`config.mk`:
```
export PLATFORM = sky130hd
export DESIGN_NAME = sdcmd_top
export DESIGN_NICKNAME = d
export VERILOG_FILES = /design/src/logic/sdcmd_pkg.sv /design/src/logic/sdcmd_clkgen.sv /design/src/logic/sdcmd_framer.sv /design/src/logic/sdcmd_fifo.sv /design/src/logic/sdcmd_serializer.sv /design/src/logic/sdcmd_top.sv
export SDC_FILE = /design/constraint.sdc
export NUM_CORES = 1
export LEC_CHECK = 0
export ABC_CLOCK_PERIOD_IN_PS = 4100
export CAP_MARGIN = 10
export CORE_UTILIZATION = 63
export CTS_CLUSTER_SIZE = 12
export DETAILED_ROUTE_END_ITERATION = 10
export DONT_BUFFER_PORTS = 1
export PLACE_DENSITY = 0.79
export RECOVER_POWER = 100
export REMOVE_ABC_BUFFERS = 1
export SYNTH_ARGS = -nofsm -noshare
export SYNTH_HDL_FRONTEND = slang
export SYNTH_HIERARCHICAL = 1
export SYNTH_SLANG_ARGS = --single-unit
```
`constraint.sdc`:
```
create_clock -name i_clk -period 4.1 [get_ports i_clk]
set_input_delay 0.615 -clock i_clk [delete_from_list [all_inputs] [get_ports i_clk]]
set_output_delay 0.615 -clock i_clk [all_outputs]
set_load 0.005 [all_outputs]
```
`src/logic/sdcmd_pkg.sv`:
```
`default_nettype none

package sdcmd_pkg;

    // Command field widths
    localparam int CMD_INDEX_W = 6;
    localparam int CMD_ARG_W   = 32;
    localparam int CRC7_W      = 7;
    localparam int FRAME_W     = 48;

    // Protocol timing in SD clocks
    localparam int PREINIT_CLOCKS = 74; // CMD high after power-up
    localparam int GAP_CLOCKS     = 8;  // Minimum idle between frames

    // Native-mode command frame, MSB goes out first
    typedef struct packed {
        logic                   start_bit; // Always 0
        logic                   tx_bit;    // 1 for host to card
        logic [CMD_INDEX_W-1:0] index;
        logic [CMD_ARG_W-1:0]   arg;
        logic [CRC7_W-1:0]      crc;
        logic                   end_bit;   // Always 1
    } cmd_frame_t;

endpackage

`default_nettype wire

```
`src/logic/sdcmd_clkgen.sv`:
```
`timescale 1ns/1ps
`default_nettype none

module sdcmd_clkgen #(
    parameter int CLK_DIV = 2 // System clocks per SD half-period
) (
    input  logic i_clk,
    input  logic i_nrst,
    output logic o_sclk,
    output logic o_sclk_rise,
    output logic o_sclk_fall
);

    localparam int CNT_W = (CLK_DIV > 1) ? $clog2(CLK_DIV) : 1;

    logic [CNT_W-1:0] half_cnt;
    logic             toggle;

    assign toggle = (half_cnt == CNT_W'(CLK_DIV - 1));

    always_ff @(posedge i_clk or negedge i_nrst) begin
        if (!i_nrst) begin
            half_cnt    <= '0;
            o_sclk      <= 1'b0;
            o_sclk_rise <= 1'b0;
            o_sclk_fall <= 1'b0;
        end else begin
            half_cnt    <= toggle ? '0 : half_cnt + 1'b1;
            // Strobes line up with the new level of o_sclk
            o_sclk_rise <= toggle && !o_sclk;
            o_sclk_fall <= toggle && o_sclk;
            if (toggle) begin
                o_sclk <= !o_sclk;
            end
        end
    end

    // Edges alternate, so only one strobe per cycle
    a_one_edge: assert property (
        @(posedge i_clk) disable iff (!i_nrst)
        !(o_sclk_rise && o_sclk_fall)
    );

endmodule

`default_nettype wire

```
`src/logic/sdcmd_framer.sv`:
```
`timescale 1ns/1ps
`default_nettype none

module sdcmd_framer
    import sdcmd_pkg::*;
(
    input  logic                   i_clk,
    input  logic                   i_nrst,
    input  logic                   i_req_valid,
    input  logic [CMD_INDEX_W-1:0] i_req_index,
    input  logic [CMD_ARG_W-1:0]   i_req_arg,
    output logic                   o_wr_valid,
    output cmd_frame_t             o_wr_frame
);

    // Start, transmission, index and argument are covered by the CRC
    localparam int BODY_W = 2 + CMD_INDEX_W + CMD_ARG_W;
    localparam logic [CRC7_W-1:0] CRC7_POLY = 7'h09; // x^7 + x^3 + 1

    function automatic logic [CRC7_W-1:0] crc7_calc(input logic [BODY_W-1:0] body);
        logic [CRC7_W-1:0] crc;
        logic              fb;
        crc = '0;
        for (int i = BODY_W - 1; i >= 0; i--) begin
            fb  = body[i] ^ crc[CRC7_W-1];
            crc = {crc[CRC7_W-2:0], 1'b0} ^ ({CRC7_W{fb}} & CRC7_POLY);
        end
        return crc;
    endfunction

    cmd_frame_t next_frame;

    always_comb begin
        next_frame.start_bit = 1'b0;
        next_frame.tx_bit    = 1'b1;
        next_frame.index     = i_req_index;
        next_frame.arg       = i_req_arg;
        next_frame.crc       = crc7_calc({2'b01, i_req_index, i_req_arg});
        next_frame.end_bit   = 1'b1;
    end

    // Frame register, loaded on request only
    always_ff @(posedge i_clk) begin
        if (i_req_valid) begin
            o_wr_frame <= next_frame;
        end
    end

    always_ff @(posedge i_clk or negedge i_nrst) begin
        if (!i_nrst) begin
            o_wr_valid <= 1'b0;
        end else begin
            o_wr_valid <= i_req_valid; // One cycle behind the request
        end
    end

endmodule

`default_nettype wire

```
`src/logic/sdcmd_fifo.sv`:
```
`timescale 1ns/1ps
`default_nettype none

module sdcmd_fifo
    import sdcmd_pkg::*;
#(
    parameter int FIFO_DEPTH = 4 // Power of two, 2 or more
) (
    input  logic       i_clk,
    input  logic       i_nrst,
    input  logic       i_wr_valid,
    input  cmd_frame_t i_wr_frame,
    input  logic       i_rd_pop,
    output cmd_frame_t o_rd_frame,
    output logic       o_empty,
    output logic       o_overflow
);

    localparam int PTR_W = $clog2(FIFO_DEPTH);

    cmd_frame_t       mem [FIFO_DEPTH];
    logic [PTR_W-1:0] wr_ptr;
    logic [PTR_W-1:0] rd_ptr;
    logic [PTR_W:0]   count;
    logic             full;
    logic             wr_ok;
    logic             rd_ok;

    assign full    = (count == (PTR_W + 1)'(FIFO_DEPTH));
    assign o_empty = (count == '0);
    assign rd_ok   = i_rd_pop && !o_empty;
    // A pop in the same cycle frees the slot being written
    assign wr_ok   = i_wr_valid && (!full || rd_ok);

    assign o_rd_frame = mem[rd_ptr]; // Oldest entry

    always_ff @(posedge i_clk) begin
        if (wr_ok) begin
            mem[wr_ptr] <= i_wr_frame;
        end
    end

    always_ff @(posedge i_clk or negedge i_nrst) begin
        if (!i_nrst) begin
            wr_ptr     <= '0;
            rd_ptr     <= '0;
            count      <= '0;
            o_overflow <= 1'b0;
        end else begin
            if (wr_ok) begin
                wr_ptr <= wr_ptr + 1'b1; // Wraps at the power-of-two depth
            end
            if (rd_ok) begin
                rd_ptr <= rd_ptr + 1'b1;
            end
            case ({wr_ok, rd_ok})
                2'b10:   count <= count + 1'b1;
                2'b01:   count <= count - 1'b1;
                default: count <= count;
            endcase
            if (i_wr_valid && !wr_ok) begin
                o_overflow <= 1'b1; // Sticky until reset
            end
        end
    end

    // The serializer only pops what it has seen present
    a_no_pop_empty: assert property (
        @(posedge i_clk) disable iff (!i_nrst)
        i_rd_pop |-> !o_empty
    );

endmodule

`default_nettype wire

```
`src/logic/sdcmd_serializer.sv`:
```
`timescale 1ns/1ps
`default_nettype none

module sdcmd_serializer
    import sdcmd_pkg::*;
(
    input  logic       i_clk,
    input  logic       i_nrst,
    input  logic       i_sclk_rise,
    input  logic       i_sclk_fall,
    input  logic       i_empty,
    input  cmd_frame_t i_rd_frame,
    output logic       o_rd_pop,
    output logic       o_cmd
);

    localparam int CNT_W = $clog2(PREINIT_CLOCKS);
    localparam int BIT_W = $clog2(FRAME_W);

    typedef enum logic [1:0] {
        ST_PREINIT,
        ST_GAP,
        ST_IDLE,
        ST_SHIFT
    } state_t;

    state_t             state;
    logic [CNT_W-1:0]   clk_cnt;   // Rising edges seen in pre-init or gap
    logic [BIT_W-1:0]   bits_left;
    logic [FRAME_W-1:0] shreg;

    // Start a frame on a falling edge once idle and data is waiting
    assign o_rd_pop = (state == ST_IDLE) && i_sclk_fall && !i_empty;

    always_ff @(posedge i_clk) begin
        if (o_rd_pop) begin
            shreg <= {i_rd_frame[FRAME_W-2:0], 1'b0}; // Bit 47 goes straight out
        end else if (state == ST_SHIFT && i_sclk_fall) begin
            shreg <= {shreg[FRAME_W-2:0], 1'b0};
        end
    end

    always_ff @(posedge i_clk or negedge i_nrst) begin
        if (!i_nrst) begin
            state     <= ST_PREINIT;
            clk_cnt   <= '0;
            bits_left <= '0;
            o_cmd     <= 1'b1;
        end else begin
            case (state)
                ST_PREINIT, ST_GAP: begin
                    if (i_sclk_rise) begin
                        if ((state == ST_PREINIT && clk_cnt == CNT_W'(PREINIT_CLOCKS - 1))
                            || (state == ST_GAP && clk_cnt == CNT_W'(GAP_CLOCKS - 1))) begin
                            state   <= ST_IDLE;
                            clk_cnt <= '0;
                        end else begin
                            clk_cnt <= clk_cnt + 1'b1;
                        end
                    end
                end
                ST_IDLE: begin
                    if (o_rd_pop) begin
                        state     <= ST_SHIFT;
                        o_cmd     <= i_rd_frame[FRAME_W-1];
                        bits_left <= BIT_W'(FRAME_W - 1);
                    end
                end
                default: begin
                    if (i_sclk_fall) begin
                        if (bits_left != '0) begin
                            o_cmd     <= shreg[FRAME_W-1];
                            bits_left <= bits_left - 1'b1;
                        end else begin
                            // End bit has had its full period
                            state   <= ST_GAP;
                            clk_cnt <= '0;
                            o_cmd   <= 1'b1;
                        end
                    end
                end
            endcase
        end
    end

    // Line idles high in pre-init, gap and idle
    a_cmd_idle_high: assert property (
        @(posedge i_clk) disable iff (!i_nrst)
        (state != ST_SHIFT) |-> o_cmd
    );

endmodule

`default_nettype wire

```
`src/logic/sdcmd_top.sv`:
```
`timescale 1ns/1ps
`default_nettype none

module sdcmd_top
    import sdcmd_pkg::*;
#(
    parameter int CLK_DIV    = 2, // System clocks per SD half-period
    parameter int FIFO_DEPTH = 4
) (
    input  logic                   i_clk,
    input  logic                   i_nrst,
    input  logic                   i_req_valid,
    input  logic [CMD_INDEX_W-1:0] i_req_index,
    input  logic [CMD_ARG_W-1:0]   i_req_arg,
    output logic                   o_sclk,
    output logic                   o_cmd,
    output logic                   o_overflow
);

    logic       sclk_rise;
    logic       sclk_fall;
    logic       wr_valid;
    cmd_frame_t wr_frame;
    logic       rd_pop;
    cmd_frame_t rd_frame;
    logic       fifo_empty;

    sdcmd_clkgen #(
        .CLK_DIV(CLK_DIV)
    ) sdcmd_clkgen_inst (
        .i_clk      (i_clk),
        .i_nrst     (i_nrst),
        .o_sclk     (o_sclk),
        .o_sclk_rise(sclk_rise),
        .o_sclk_fall(sclk_fall)
    );

    sdcmd_framer sdcmd_framer_inst (
        .i_clk      (i_clk),
        .i_nrst     (i_nrst),
        .i_req_valid(i_req_valid),
        .i_req_index(i_req_index),
        .i_req_arg  (i_req_arg),
        .o_wr_valid (wr_valid),
        .o_wr_frame (wr_frame)
    );

    sdcmd_fifo #(
        .FIFO_DEPTH(FIFO_DEPTH)
    ) sdcmd_fifo_inst (
        .i_clk     (i_clk),
        .i_nrst    (i_nrst),
        .i_wr_valid(wr_valid),
        .i_wr_frame(wr_frame),
        .i_rd_pop  (rd_pop),
        .o_rd_frame(rd_frame),
        .o_empty   (fifo_empty),
        .o_overflow(o_overflow)
    );

    sdcmd_serializer sdcmd_serializer_inst (
        .i_clk      (i_clk),
        .i_nrst     (i_nrst),
        .i_sclk_rise(sclk_rise),
        .i_sclk_fall(sclk_fall),
        .i_empty    (fifo_empty),
        .i_rd_frame (rd_frame),
        .o_rd_pop   (rd_pop),
        .o_cmd      (o_cmd)
    );

endmodule

`default_nettype wire

```
Word level (Yosys, flattened, before mapping)
Memories as Yosys holds them, arrays and structs flattened. Index checks and enable logic that the tools add are counted.

Bits in registers: 121. RAM bits: 180. Input bits: 41. Output and inout bits: 3. Logic and storage cells: 168. Memories: 1.

Add/sub/neg operators: 7. Equality and inequality tests: 13. Mux-type cells: 25. Bitwise logic cells: 75. Reduce and logical (&&, ||, !) cells: 30.

Memories: sdcmd_fifo_inst.mem (words 4, bits a word 45, read ports 1, clocked after memory_dff 0, write ports 1, line sdcmd_fifo.sv:21) `cmd_frame_t mem [FIFO_DEPTH];`.

Operators by type and width (count): $xor A7 B4 Y7 (36); $mux W48 (2); $xor A1 B1 Y1 (35); $mux W7 (4); $mux W6 (3); $pmux W7 S2 (1); $pmux W6 S2 (1); $logic_and A1 B1 Y1 (10); $mux W2 (5); $reduce_bool A2 Y1 (5); $reduce_and A4 Y1 (2); $add A7 B1 Y7 const B (1); $eq A7 B3 Y1 const B (1); $eq A7 B7 Y1 const B (1); $eq A2 B2 Y1 const B (3); $mux W1 (6); $ne A2 B2 Y1 const B (3); $pmux W3 S2 (1); $reduce_bool A6 Y1 (1); $sub A6 B1 Y6 const B (1); $xor A6 B4 Y6 (1); $reduce_and A5 Y1 (1); $add A2 B1 Y2 const B (2); $eq A2 B1 Y1 const B (2); 17 further kinds (22).

Longest topological paths before layout
Gate-level depths: netlist (run 1).

Depth in word-level cells: 72. Gate-level depth with buffers: 11. Depth with buffers taken out: 9.

Hierarchy
The synthesis (run 1) kept the hierarchy.

By module, submodules not included: sdcmd_fifo (times used 1, cells an instance 298, area an instance 7424.6 sq um, seq. area each 5965.7 sq um); sdcmd_serializer (times used 1, cells an instance 297, area an instance 2950.3 sq um, seq. area each 1813.0 sq um); sdcmd_framer (times used 1, cells an instance 108, area an instance 2214.6 sq um, seq. area each 1376.3 sq um); sdcmd_clkgen (times used 1, cells an instance 8, area an instance 126.4 sq um, seq. area each 100.1 sq um).

Worst setup path before layout (run 1)
No wires, ideal clock.

Path type: reg2reg. Start point: reg sdcmd_serializer_inst.state[0]. End point: mem sdcmd_fifo_inst/mem[0][0] (netlist bit) (enable). Library setup time: 410 ps. Arrival: 2865 ps. Data required time: 3690 ps. Slack: 825 ps. Stages on the path, launching flop included: 9. Buffers on the path: 2. Clock period less this slack: 3275 ps. Path through: dfrtp_1 > nand2b_1 > or3b_1 > clkbuf_1 > inv_2 > buf_2 > nor4b_4 > nor2b_2 > and2_1.

Cells in the longest elaborated chain, start to end: 8.

RTL lines: from (decl) (line sdcmd_serializer.sv:27) `state_t state;`; from (signal assigned) (line sdcmd_serializer.sv:45) `state <= ST_PREINIT;`; from (signal assigned) (line sdcmd_serializer.sv:55) `state <= ST_IDLE;`; from (signal assigned) (line sdcmd_serializer.sv:64) `state <= ST_SHIFT;`; $eq A2 B2 Y1 (line sdcmd_serializer.sv:33) `assign o_rd_pop = (state == ST_IDLE) && i_sclk_fall && !i_empty;`; $logic_and A1 B1 Y1 (2 in a row) (line sdcmd_serializer.sv:33); named net rd_pop (line sdcmd_top.sv:24) `logic rd_pop;`; $logic_and A1 B1 Y1 (line sdcmd_fifo.sv:31) `assign rd_ok = i_rd_pop && !o_empty;`; $logic_or A1 B1 Y1 (line sdcmd_fifo.sv:33) `assign wr_ok = i_wr_valid && (!full || rd_ok);`; $logic_and A1 B1 Y1 (line sdcmd_fifo.sv:33); $mux W1 (line sdcmd_fifo.sv:38) `if (wr_ok) begin`; $mux W1 (not written as such) (line sdcmd_fifo.sv:39) `mem[wr_ptr] <= i_wr_frame;`; to (decl) (line sdcmd_fifo.sv:21).

The timed path passes the listed nets, and every way through them passes these cells.

Final worst setup path (run 1)
Start point: reg sdcmd_serializer_inst.state[0]. End point: mem sdcmd_fifo_inst/mem[1][19] (netlist bit) (enable).

The elaborated chain is that of the path after synthesis.

==> results of run 1 <==
-- logic make-up (layout without fill, tap and decap cells) --
| logic type | count (synthesis) | count (layout) | synth area share (%) |
|---|---|---|---|
| compound gates | 34 | 34 | 1.89 |
| xor+xnor | 65 | 65 | 6.91 |
| fa+ha+maj | 9 | 9 | 0.945 |
| buf+inv | 39 | 77 | 1.52 |
| flops | 313 | 313 | 72.8 |
| mux | 50 | 50 | 8.68 |
| other cells | 2 | 3 | 0.0591 |
| simple gates | 199 | 199 | 7.22 |
-- report_power, final --
part	internal, mW	switching (mW)
combinational	0.501	0.587
clock	1.39	1.09
sequential	4.13	0.190
total	6.02	1.87
-- final cells by class --
type	count	area (um2)	share of cell area, %
Clock buffer	46	832	6.02
Inverter	13	48.8	0.353
Tap cell	265	332	2.40
Clock inverter	6	42.5	0.308
Timing Repair Buffer	12	88.8	0.642
Multi-Input combinational cell	360	3230	23.3
Sequential cell	313	9260	67.0
-- what timing repair did --
action | CTS | global route
hold endpoints to repair | 29 | 0
hold buffers | 2 | 0
setup endpoints to repair | 0 | 0
-- per-stage QoR --
stage / utilization (%) / std cells / setup slack [ps]
2_1_floorplan: - / 686 / 89.0
3_3_place_gp: 66.2 / 961 / 1250
3_5_place_dp: 66.2 / 961 / 1150
4_1_cts: 70.8 / 1015 / 1130
5_1_grt: 70.4 / 1015 / 522
6_report: 70.4 / 1015 / 746
-- critical path, stage by stage (launching register included) --
cell and delay (ps):
dfrtp_1 430, nand2b_1 220, or3b_1 390, inv_1 110
nor4b_1 90, nor2b_1 380, and2_0 700, buf_4 650
-- cells in the final DEF, fill, tap and decap left out, types with 5 or more instances in the layout --
| master | count |
|---|---|
| mux4_2 | 48 |
| inv_1 | 13 |
| xor2_1 | 16 |
| a21oi_1 | 8 |
| nor2_1 | 6 |
| and2_2 | 5 |
| o31ai_1 | 5 |
| clkbuf_16 | 31 |
| ha_1 | 8 |
| xnor2_1 | 28 |
| clkbuf_1 | 18 |
| buf_4 | 5 |
| dfrtp_1 | 26 |
| xnor3_1 | 16 |
| nand2_1 | 145 |
| nand3_1 | 8 |
| edfxtp_1 | 284 |
| o21ai_0 | 8 |
-- flip-flops by register name (all words and copies together), names as in the netlist --
signal                           flops
sdcmd_serializer_inst/o_cmd          1
sdcmd_clkgen_inst/o_sclk             1
sdcmd_serializer_inst/shreg         47
sdcmd_fifo_inst/mem                192
sdcmd_clkgen_inst/half_cnt           1
sdcmd_fifo_inst/count                3
sdcmd_framer_inst/o_wr_valid         1
sdcmd_serializer_inst/clk_cnt        7
sdcmd_clkgen_inst/o_sclk_fall        1
sdcmd_serializer_inst/bits_left      6
sdcmd_serializer_inst/state          2
sdcmd_fifo_inst/rd_ptr               2
sdcmd_framer_inst/o_wr_frame        45
sdcmd_fifo_inst/wr_ptr               2
sdcmd_clkgen_inst/o_sclk_rise        1
sdcmd_fifo_inst/o_overflow           1
-- worst max path at each step --
stage	slack (ps)	from	endpoint	depth (start not counted)
final	750	sdcmd_serializer_inst/state[0]	sdcmd_fifo_inst/mem[1][19]	7
after global routing	520	sdcmd_serializer_inst/state[0]	sdcmd_fifo_inst/mem[2][27]	7
after CTS	1130	sdcmd_serializer_inst/state[0]	sdcmd_fifo_inst/mem[3][39]	7
after detailed placement	1150	sdcmd_serializer_inst/state[0]	sdcmd_fifo_inst/mem[3][41]	7
after global placement	1250	sdcmd_serializer_inst/state[0]	sdcmd_fifo_inst/mem[3][45]	7
after floorplan	90	sdcmd_serializer_inst/state[0]	sdcmd_fifo_inst/mem[0][0]	6
-- metal layers --
| layer | wire (um) | part of all wire, % |
|---|---|---|
| met2 | 11700 | 50 |
| met4 | 357 | 1.5 |
| met3 | 1600 | 6.9 |
| met1 | 9630 | 41 |
| met5 | 0 | 0 |
==> impl_metrics.env, run 1 <==
export IMPL_outcome="finished with violations"
export IMPL_violations="max-capacitance violations, max-slew violations"
export IMPL_cp_arrival_ps=3540
export IMPL_mappedNetlistArea_um2=12700
export IMPL_area_growth_pct=8.74
export IMPL_ctsResizeCount=0
export IMPL_criticalPathCategory="flop to flop"
export IMPL_place_congestion=0.848
export IMPL_cts_setup_buffers=0
export IMPL_synth_top_area_share_pct=67.1
export IMPL_grtUsageTotal_pct=23.9
export IMPL_reg2reg_slack_ps=750
export IMPL_ys_warnings_count=6
export IMPL_yosys_top_cells_count="284 x edfxtp_1, 145 x nand2_1, 48 x mux4_2"
export IMPL_synth_seq_cells=313
export IMPL_holdPathEnd="sdcmd_framer_inst/o_wr_valid"
export IMPL_grt_pass1_wl_um=36200
export IMPL_fin_worst_skew_ps=11.7
export IMPL_grt_ovfl_total=0
export IMPL_finalInstanceArea_um2=13800
export IMPL_async_flop_share_pct=9.27
export IMPL_tightest_slew_ps=1780
export IMPL_start_kind="flop"
export IMPL_die_x_um=144
export IMPL_fin_nets=781
export IMPL_synth_area_leaders="edfxtp_1 67%, mux4_2 8.5%, dfrtp_1 5.5%"
export IMPL_met2_usage_pct=39.5
export IMPL_finalSetupViolations=0
export IMPL_via_per_inst=6.06
export IMPL_clk_latency_ps=560
export IMPL_leakagePower_nw=4.72
export IMPL_rows=51
export IMPL_hold_viol_final=0
export IMPL_drt_iter0_drc=512
export IMPL_clk_pin_slew_worst_paths_ps=60
export IMPL_grt_busiest_layer="met2"
export IMPL_slew_headroom_pct=-18.3
export IMPL_yosys_cell_types_count=62
export IMPL_irDropWorstVdd_mv=0.417
export IMPL_drv_slew=81
export IMPL_rsz0062_at_grt="no"
export IMPL_cts_made_buffers=31
export IMPL_totalPowerFinal_mw=7.89
export IMPL_n_fill_cell=1237
export IMPL_h_tree_depth=1
export IMPL_start_util_pct=64.7
export IMPL_io_pins=44
export IMPL_setup_tns_final_ps=0
export IMPL_max_clock_path_buffers=3
export IMPL_tritoncts="built"
export IMPL_crit_fanout=39
export IMPL_end_kind="flop"
export IMPL_cp_data_required_time_ps=4290
export IMPL_clock_sinks=313
export IMPL_cts_root_buf="clkbuf_16"
export IMPL_final_layout_size_suffix_gt1_share_pct=14.4
export IMPL_firstDrtPassIters=5
export IMPL_core_area_um2=19700
export IMPL_gr_usage_met3_pct=4.07
export IMPL_hold_ws_ps=125
export IMPL_antenna_found_initial=0
export IMPL_die_h_um=144
export IMPL_ys_seq_area_share_pct=72.8
export IMPL_wl_per_cell_um=23.0
export IMPL_synth_top_area_cell="edfxtp_1"
export IMPL_synth_most_common_cell="edfxtp_1"
export IMPL_grt_pass1_vias=6531
export IMPL_synthFlopType="edfxtp_1"
export IMPL_maxCapViolations=2
export IMPL_worstHoldPathType="input pin to flop"
export IMPL_worstReg2RegEnd="sdcmd_fifo_inst/mem[1][19]"
export IMPL_grt_util_met1_pct=33.3
export IMPL_fmax_mhz=298
export IMPL_routed_wl_um=23300
export IMPL_period_share_pct=81.8
export IMPL_port_buffers=0
export IMPL_syn_area_per_cell_um2=17.9
export IMPL_r2r_start="sdcmd_serializer_inst/state[0]"
export IMPL_syn_inst=711
export IMPL_synth_edf_count=284
export IMPL_rr_worst_depth=7
export IMPL_grt_max_degree=54
export IMPL_drc=0
export IMPL_dpl_cell_area_um2=13000
export IMPL_vias=6148
export IMPL_dp_final_hpwl_um=13800
export IMPL_whs_path_depth=0
export IMPL_die_area_um2=20800
export IMPL_power_density_nw_per_um2=571
export IMPL_n_antenna_cell=0
export IMPL_worstHoldStart="i_req_valid"
export IMPL_final_antenna_net_count=0
export IMPL_period_minus_slack_ps=3350
Note: power is estimated with default switching activity, not from simulation.
==> inputs of run 2 (changes only) <==
--- a/config.mk
+++ b/config.mk
@@ -5,13 +5,14 @@
 export SDC_FILE = /design/constraint.sdc
 export NUM_CORES = 1
 export LEC_CHECK = 0
-export ABC_CLOCK_PERIOD_IN_PS = 4100
+export ABC_AREA = 1
+export ABC_CLOCK_PERIOD_IN_PS = 3000
 export CAP_MARGIN = 10
-export CORE_UTILIZATION = 63
+export CORE_UTILIZATION = 57
 export CTS_CLUSTER_SIZE = 12
 export DETAILED_ROUTE_END_ITERATION = 10
 export DONT_BUFFER_PORTS = 1
-export PLACE_DENSITY = 0.79
+export PLACE_DENSITY = 0.75
 export RECOVER_POWER = 100
 export REMOVE_ABC_BUFFERS = 1
 export SYNTH_ARGS = -nofsm -noshare
==> constraint.sdc (replaced) <==
create_clock -name i_clk -period 3 [get_ports i_clk]
set_input_delay 0.45 -clock i_clk [delete_from_list [all_inputs] [get_ports i_clk]]
set_output_delay 0.45 -clock i_clk [all_outputs]
set_load 0.005 [all_outputs]
==> run 2 against run 1 <==
  * Worst setup slack worse by 280 ps
  * Global-route usage down 0.68 points
  * Sequential power up 35%
  * Non-clock buffer count up 44
  * Clock-buffer cell count up 2
  * The flow still finishes with violations (max-capacitance violations, max-slew violations)
  * Sequential share of layout area down 6.0 points
  * Critical path type unchanged
  * Total power up 35%
  * Sequential cell count unchanged
  * Critical path depth up 2
  * Via count up 49%
==> impl_metrics.env, run 2 <==
export IMPL_outcome="finished with violations"
export IMPL_violations="max-capacitance violations, max-slew violations"
export IMPL_rsz0062_at_grt="no"
export IMPL_finalSetupViolations=0
export IMPL_drv_slew=30
export IMPL_die_area_um2=24500
export IMPL_ys_seq_area_share_pct=67.9
export IMPL_core_area_um2=23500
export IMPL_fmax_mhz=395
export IMPL_period_minus_slack_ps=2530
export IMPL_cp_top_family="simple AND/OR/NAND/NOR gates"
export IMPL_p_seq_share_pct=54.7
export IMPL_final_common_cell="nand2_1"
export IMPL_cts_setup_buffers=0
export IMPL_criticalPathCategory="flop to flop"
export IMPL_final_antenna_net_count=0
export IMPL_dp_slack_ps=349
export IMPL_grt_max_degree=98
export IMPL_hold_ws_ps=18.3
export IMPL_cp_data_required_time_ps=3180
export IMPL_synthFlopType="edfxtp_1"
export IMPL_synth_top_area_cell="edfxtp_1"
export IMPL_final_layout_size_suffix_gt1_share_pct=6.92
export IMPL_cp_arrival_ps=2720
export IMPL_synth_top_area_share_pct=62.5
export IMPL_mappedNetlistArea_um2=13600
export IMPL_rows=56
export IMPL_r2r_start="sdcmd_serializer_inst/state[1]"
export IMPL_yosys_cell_types_count=33
export IMPL_async_flop_share_pct=9.27
export IMPL_firstDrtPassIters=5
export IMPL_power_frac_comb_pct=13.3
export IMPL_start_util_pct=58.1
export IMPL_die_x_um=157
export IMPL_area_growth_pct=11.4
export IMPL_critPathSlowestCell="dfrtp_1"
export IMPL_leakagePower_nw=5.95
export IMPL_synth_most_common_cell="nand2_1"
export IMPL_cts_made_buffers=31
export IMPL_slew_headroom_pct=-2.97
export IMPL_final_seq_area_um2=9260
export IMPL_h_tree_depth=1
export IMPL_n_antenna_cell=0
export IMPL_tritoncts="built"
export IMPL_place_congestion=0.812
export IMPL_fin_nets=1357
export IMPL_grt_pass1_vias=8848
export IMPL_via_per_inst=5.56
export IMPL_switchingPower_mw=2.74
export IMPL_port_buffers=0
export IMPL_top_regs="sdcmd_fifo_inst/mem: 192 flops, sdcmd_serializer_inst/shreg: 47 flops, sdcmd_framer_inst/o_wr_frame: 45 flops"
export IMPL_totalPowerFinal_mw=10.7
export IMPL_irDropWorstVdd_mv=0.474
export IMPL_tightest_slew_ps=1540
export IMPL_power_internal_mw=7.94
export IMPL_crit_fanout=33
export IMPL_io_pins=44
export IMPL_worstHoldPathType="input pin to flop"
export IMPL_rr_worst_depth=9
export IMPL_drc=0
export IMPL_drt_iter0_drc=857
export IMPL_syn_inst=1262
export IMPL_synth_area_leaders="edfxtp_1 63%, nand2_1 9.9%, dfrtp_1 5.1%"
export IMPL_crit_cells=9
export IMPL_power_density_nw_per_um2=703
export IMPL_routed_wl_um=27900
export IMPL_clk_latency_ps=560
export IMPL_maxCapViolations=1
export IMPL_cp_common_cell="nand2_1"
export IMPL_yosys_top_cells_count="359 x nand2_1, 284 x edfxtp_1, 131 x nor2_1"
export IMPL_start_kind="flop"
export IMPL_max_clock_path_buffers=3
export IMPL_worstReg2RegEnd="sdcmd_fifo_inst/mem[0][41]"
export IMPL_post_route_util_pct=64.7
export IMPL_crit_end="sdcmd_fifo_inst/mem[0][41]"
export IMPL_regMostFlops="sdcmd_fifo_inst/mem"
export IMPL_worstPathCellList="nand2_1, inv_1, nand3_1, inv_1, nor2_1, nand2_1, nand2_1, nor2_4, clkbuf_4"
export IMPL_reg2reg_slack_ps=470
export IMPL_syn_area_per_cell_um2=10.8
export IMPL_dp_final_hpwl_um=16100
export IMPL_end_kind="flop"
export IMPL_path_buf_inv=3
export IMPL_cts_root_buf="clkbuf_16"
export IMPL_slowest_delay_ps=570
export IMPL_startpoint="sdcmd_serializer_inst/state[1]"
export IMPL_setup_tns_final_ps=0
export IMPL_clock_sinks=313
export IMPL_holdBufCountCts=41
export IMPL_multiInputGateArea_um2=3730
export IMPL_antenna_found_initial=0
export IMPL_fin_ws_ps=465
export IMPL_largest_reg_flops=192
export IMPL_p_sw_share_pct=25.7
export IMPL_power_frac_clock_pct=32.0
export IMPL_grtUsageTotal_pct=23.2
export IMPL_synth_edf_count=284
export IMPL_grt_ovfl_total=0
export IMPL_synth_seq_cells=313
export IMPL_vias=9164
export IMPL_clk_pin_slew_worst_paths_ps=60
export IMPL_n_fill_cell=1733
export IMPL_ys_warnings_count=6
export IMPL_fin_worst_skew_ps=20.3
export IMPL_wl_per_cell_um=16.9
export IMPL_ctsResizeCount=0
export IMPL_hold_viol_final=0
export IMPL_period_share_pct=84.5
export IMPL_grt_pass1_wl_um=43900
export IMPL_mostFrequentLayoutCells="365 x nand2_1, 284 x edfxtp_1, 130 x nor2_1"
export IMPL_die_h_um=157
run 2: per-stage QoR:
step,instance area [um2],cells
floorplan,13400,1218
global placement,13900,1551
detailed placement,13900,1551
CTS,15300,1647
global route,15200,1648
finish,15200,1648
run 2: cell families (layout without fill, tap and decap cells):
family | after synthesis | in the layout | share of synthesized area (%)
AOI/OAI and AO/OA | 162 | 162 | 6.48
DFF | 313 | 313 | 67.9
buffers and inverters | 137 | 203 | 4.67
other | 2 | 3 | 0.0551
and+or+nand+nor | 627 | 627 | 19.3
xor gates and xnor gates | 12 | 12 | 0.771
adders and majority gates | 9 | 9 | 0.881
run 2: power groups by stage:
| stage | sequential [mW] | combinational, mW | clock, mW |
|---|---|---|---|
| after floorplan | 5.85 | 0.990 | 0 |
| after global placement | 5.89 | 1.36 | 0 |
| after detailed placement | 5.92 | 1.40 | 0 |
| after CTS | 5.84 | 1.46 | 3.47 |
| after global routing | 5.89 | 1.57 | 3.64 |
| final | 5.84 | 1.42 | 3.42 |
run 2: how the worst min path moves through the flow:
| stage | start | endpoint | slack, ps | cells after the start |
|---|---|---|---|---|
| 2_1_floorplan | i_nrst | sdcmd_clkgen_inst/half_cnt | 150 | 0 |
| 3_3_place_gp | i_nrst | sdcmd_serializer_inst/bits_left[0] | 160 | 0 |
| 3_5_place_dp | i_nrst | sdcmd_serializer_inst/bits_left[0] | 160 | 0 |
| 4_1_cts | i_req_valid | sdcmd_framer_inst/o_wr_frame[12] | 3 | 0 |
| 5_1_grt | i_req_valid | sdcmd_framer_inst/o_wr_frame[9] | 0.6 | 0 |
| 6_report | i_req_valid | sdcmd_framer_inst/o_wr_frame[12] | 20 | 0 |
run 2: area by class of cell:
cell class / instances / area share (%)
Clock buffer: 48 / 5.59
Clock inverter: 7 / 0.222
Inverter: 92 / 2.29
Multi-Input combinational cell: 813 / 24.6
Sequential cell: 313 / 60.9
Tap cell: 319 / 2.63
Timing Repair Buffer: 56 / 3.76
run 2: layer usage:
layer	global-route usage (%)	wire length, um	vias to the layer above
li1	-	-	4400
met1	29.7	11600	4393
met2	41.2	13900	333
met3	3.57	1980	38
met4	6.26	433	0
met5	0	0	-
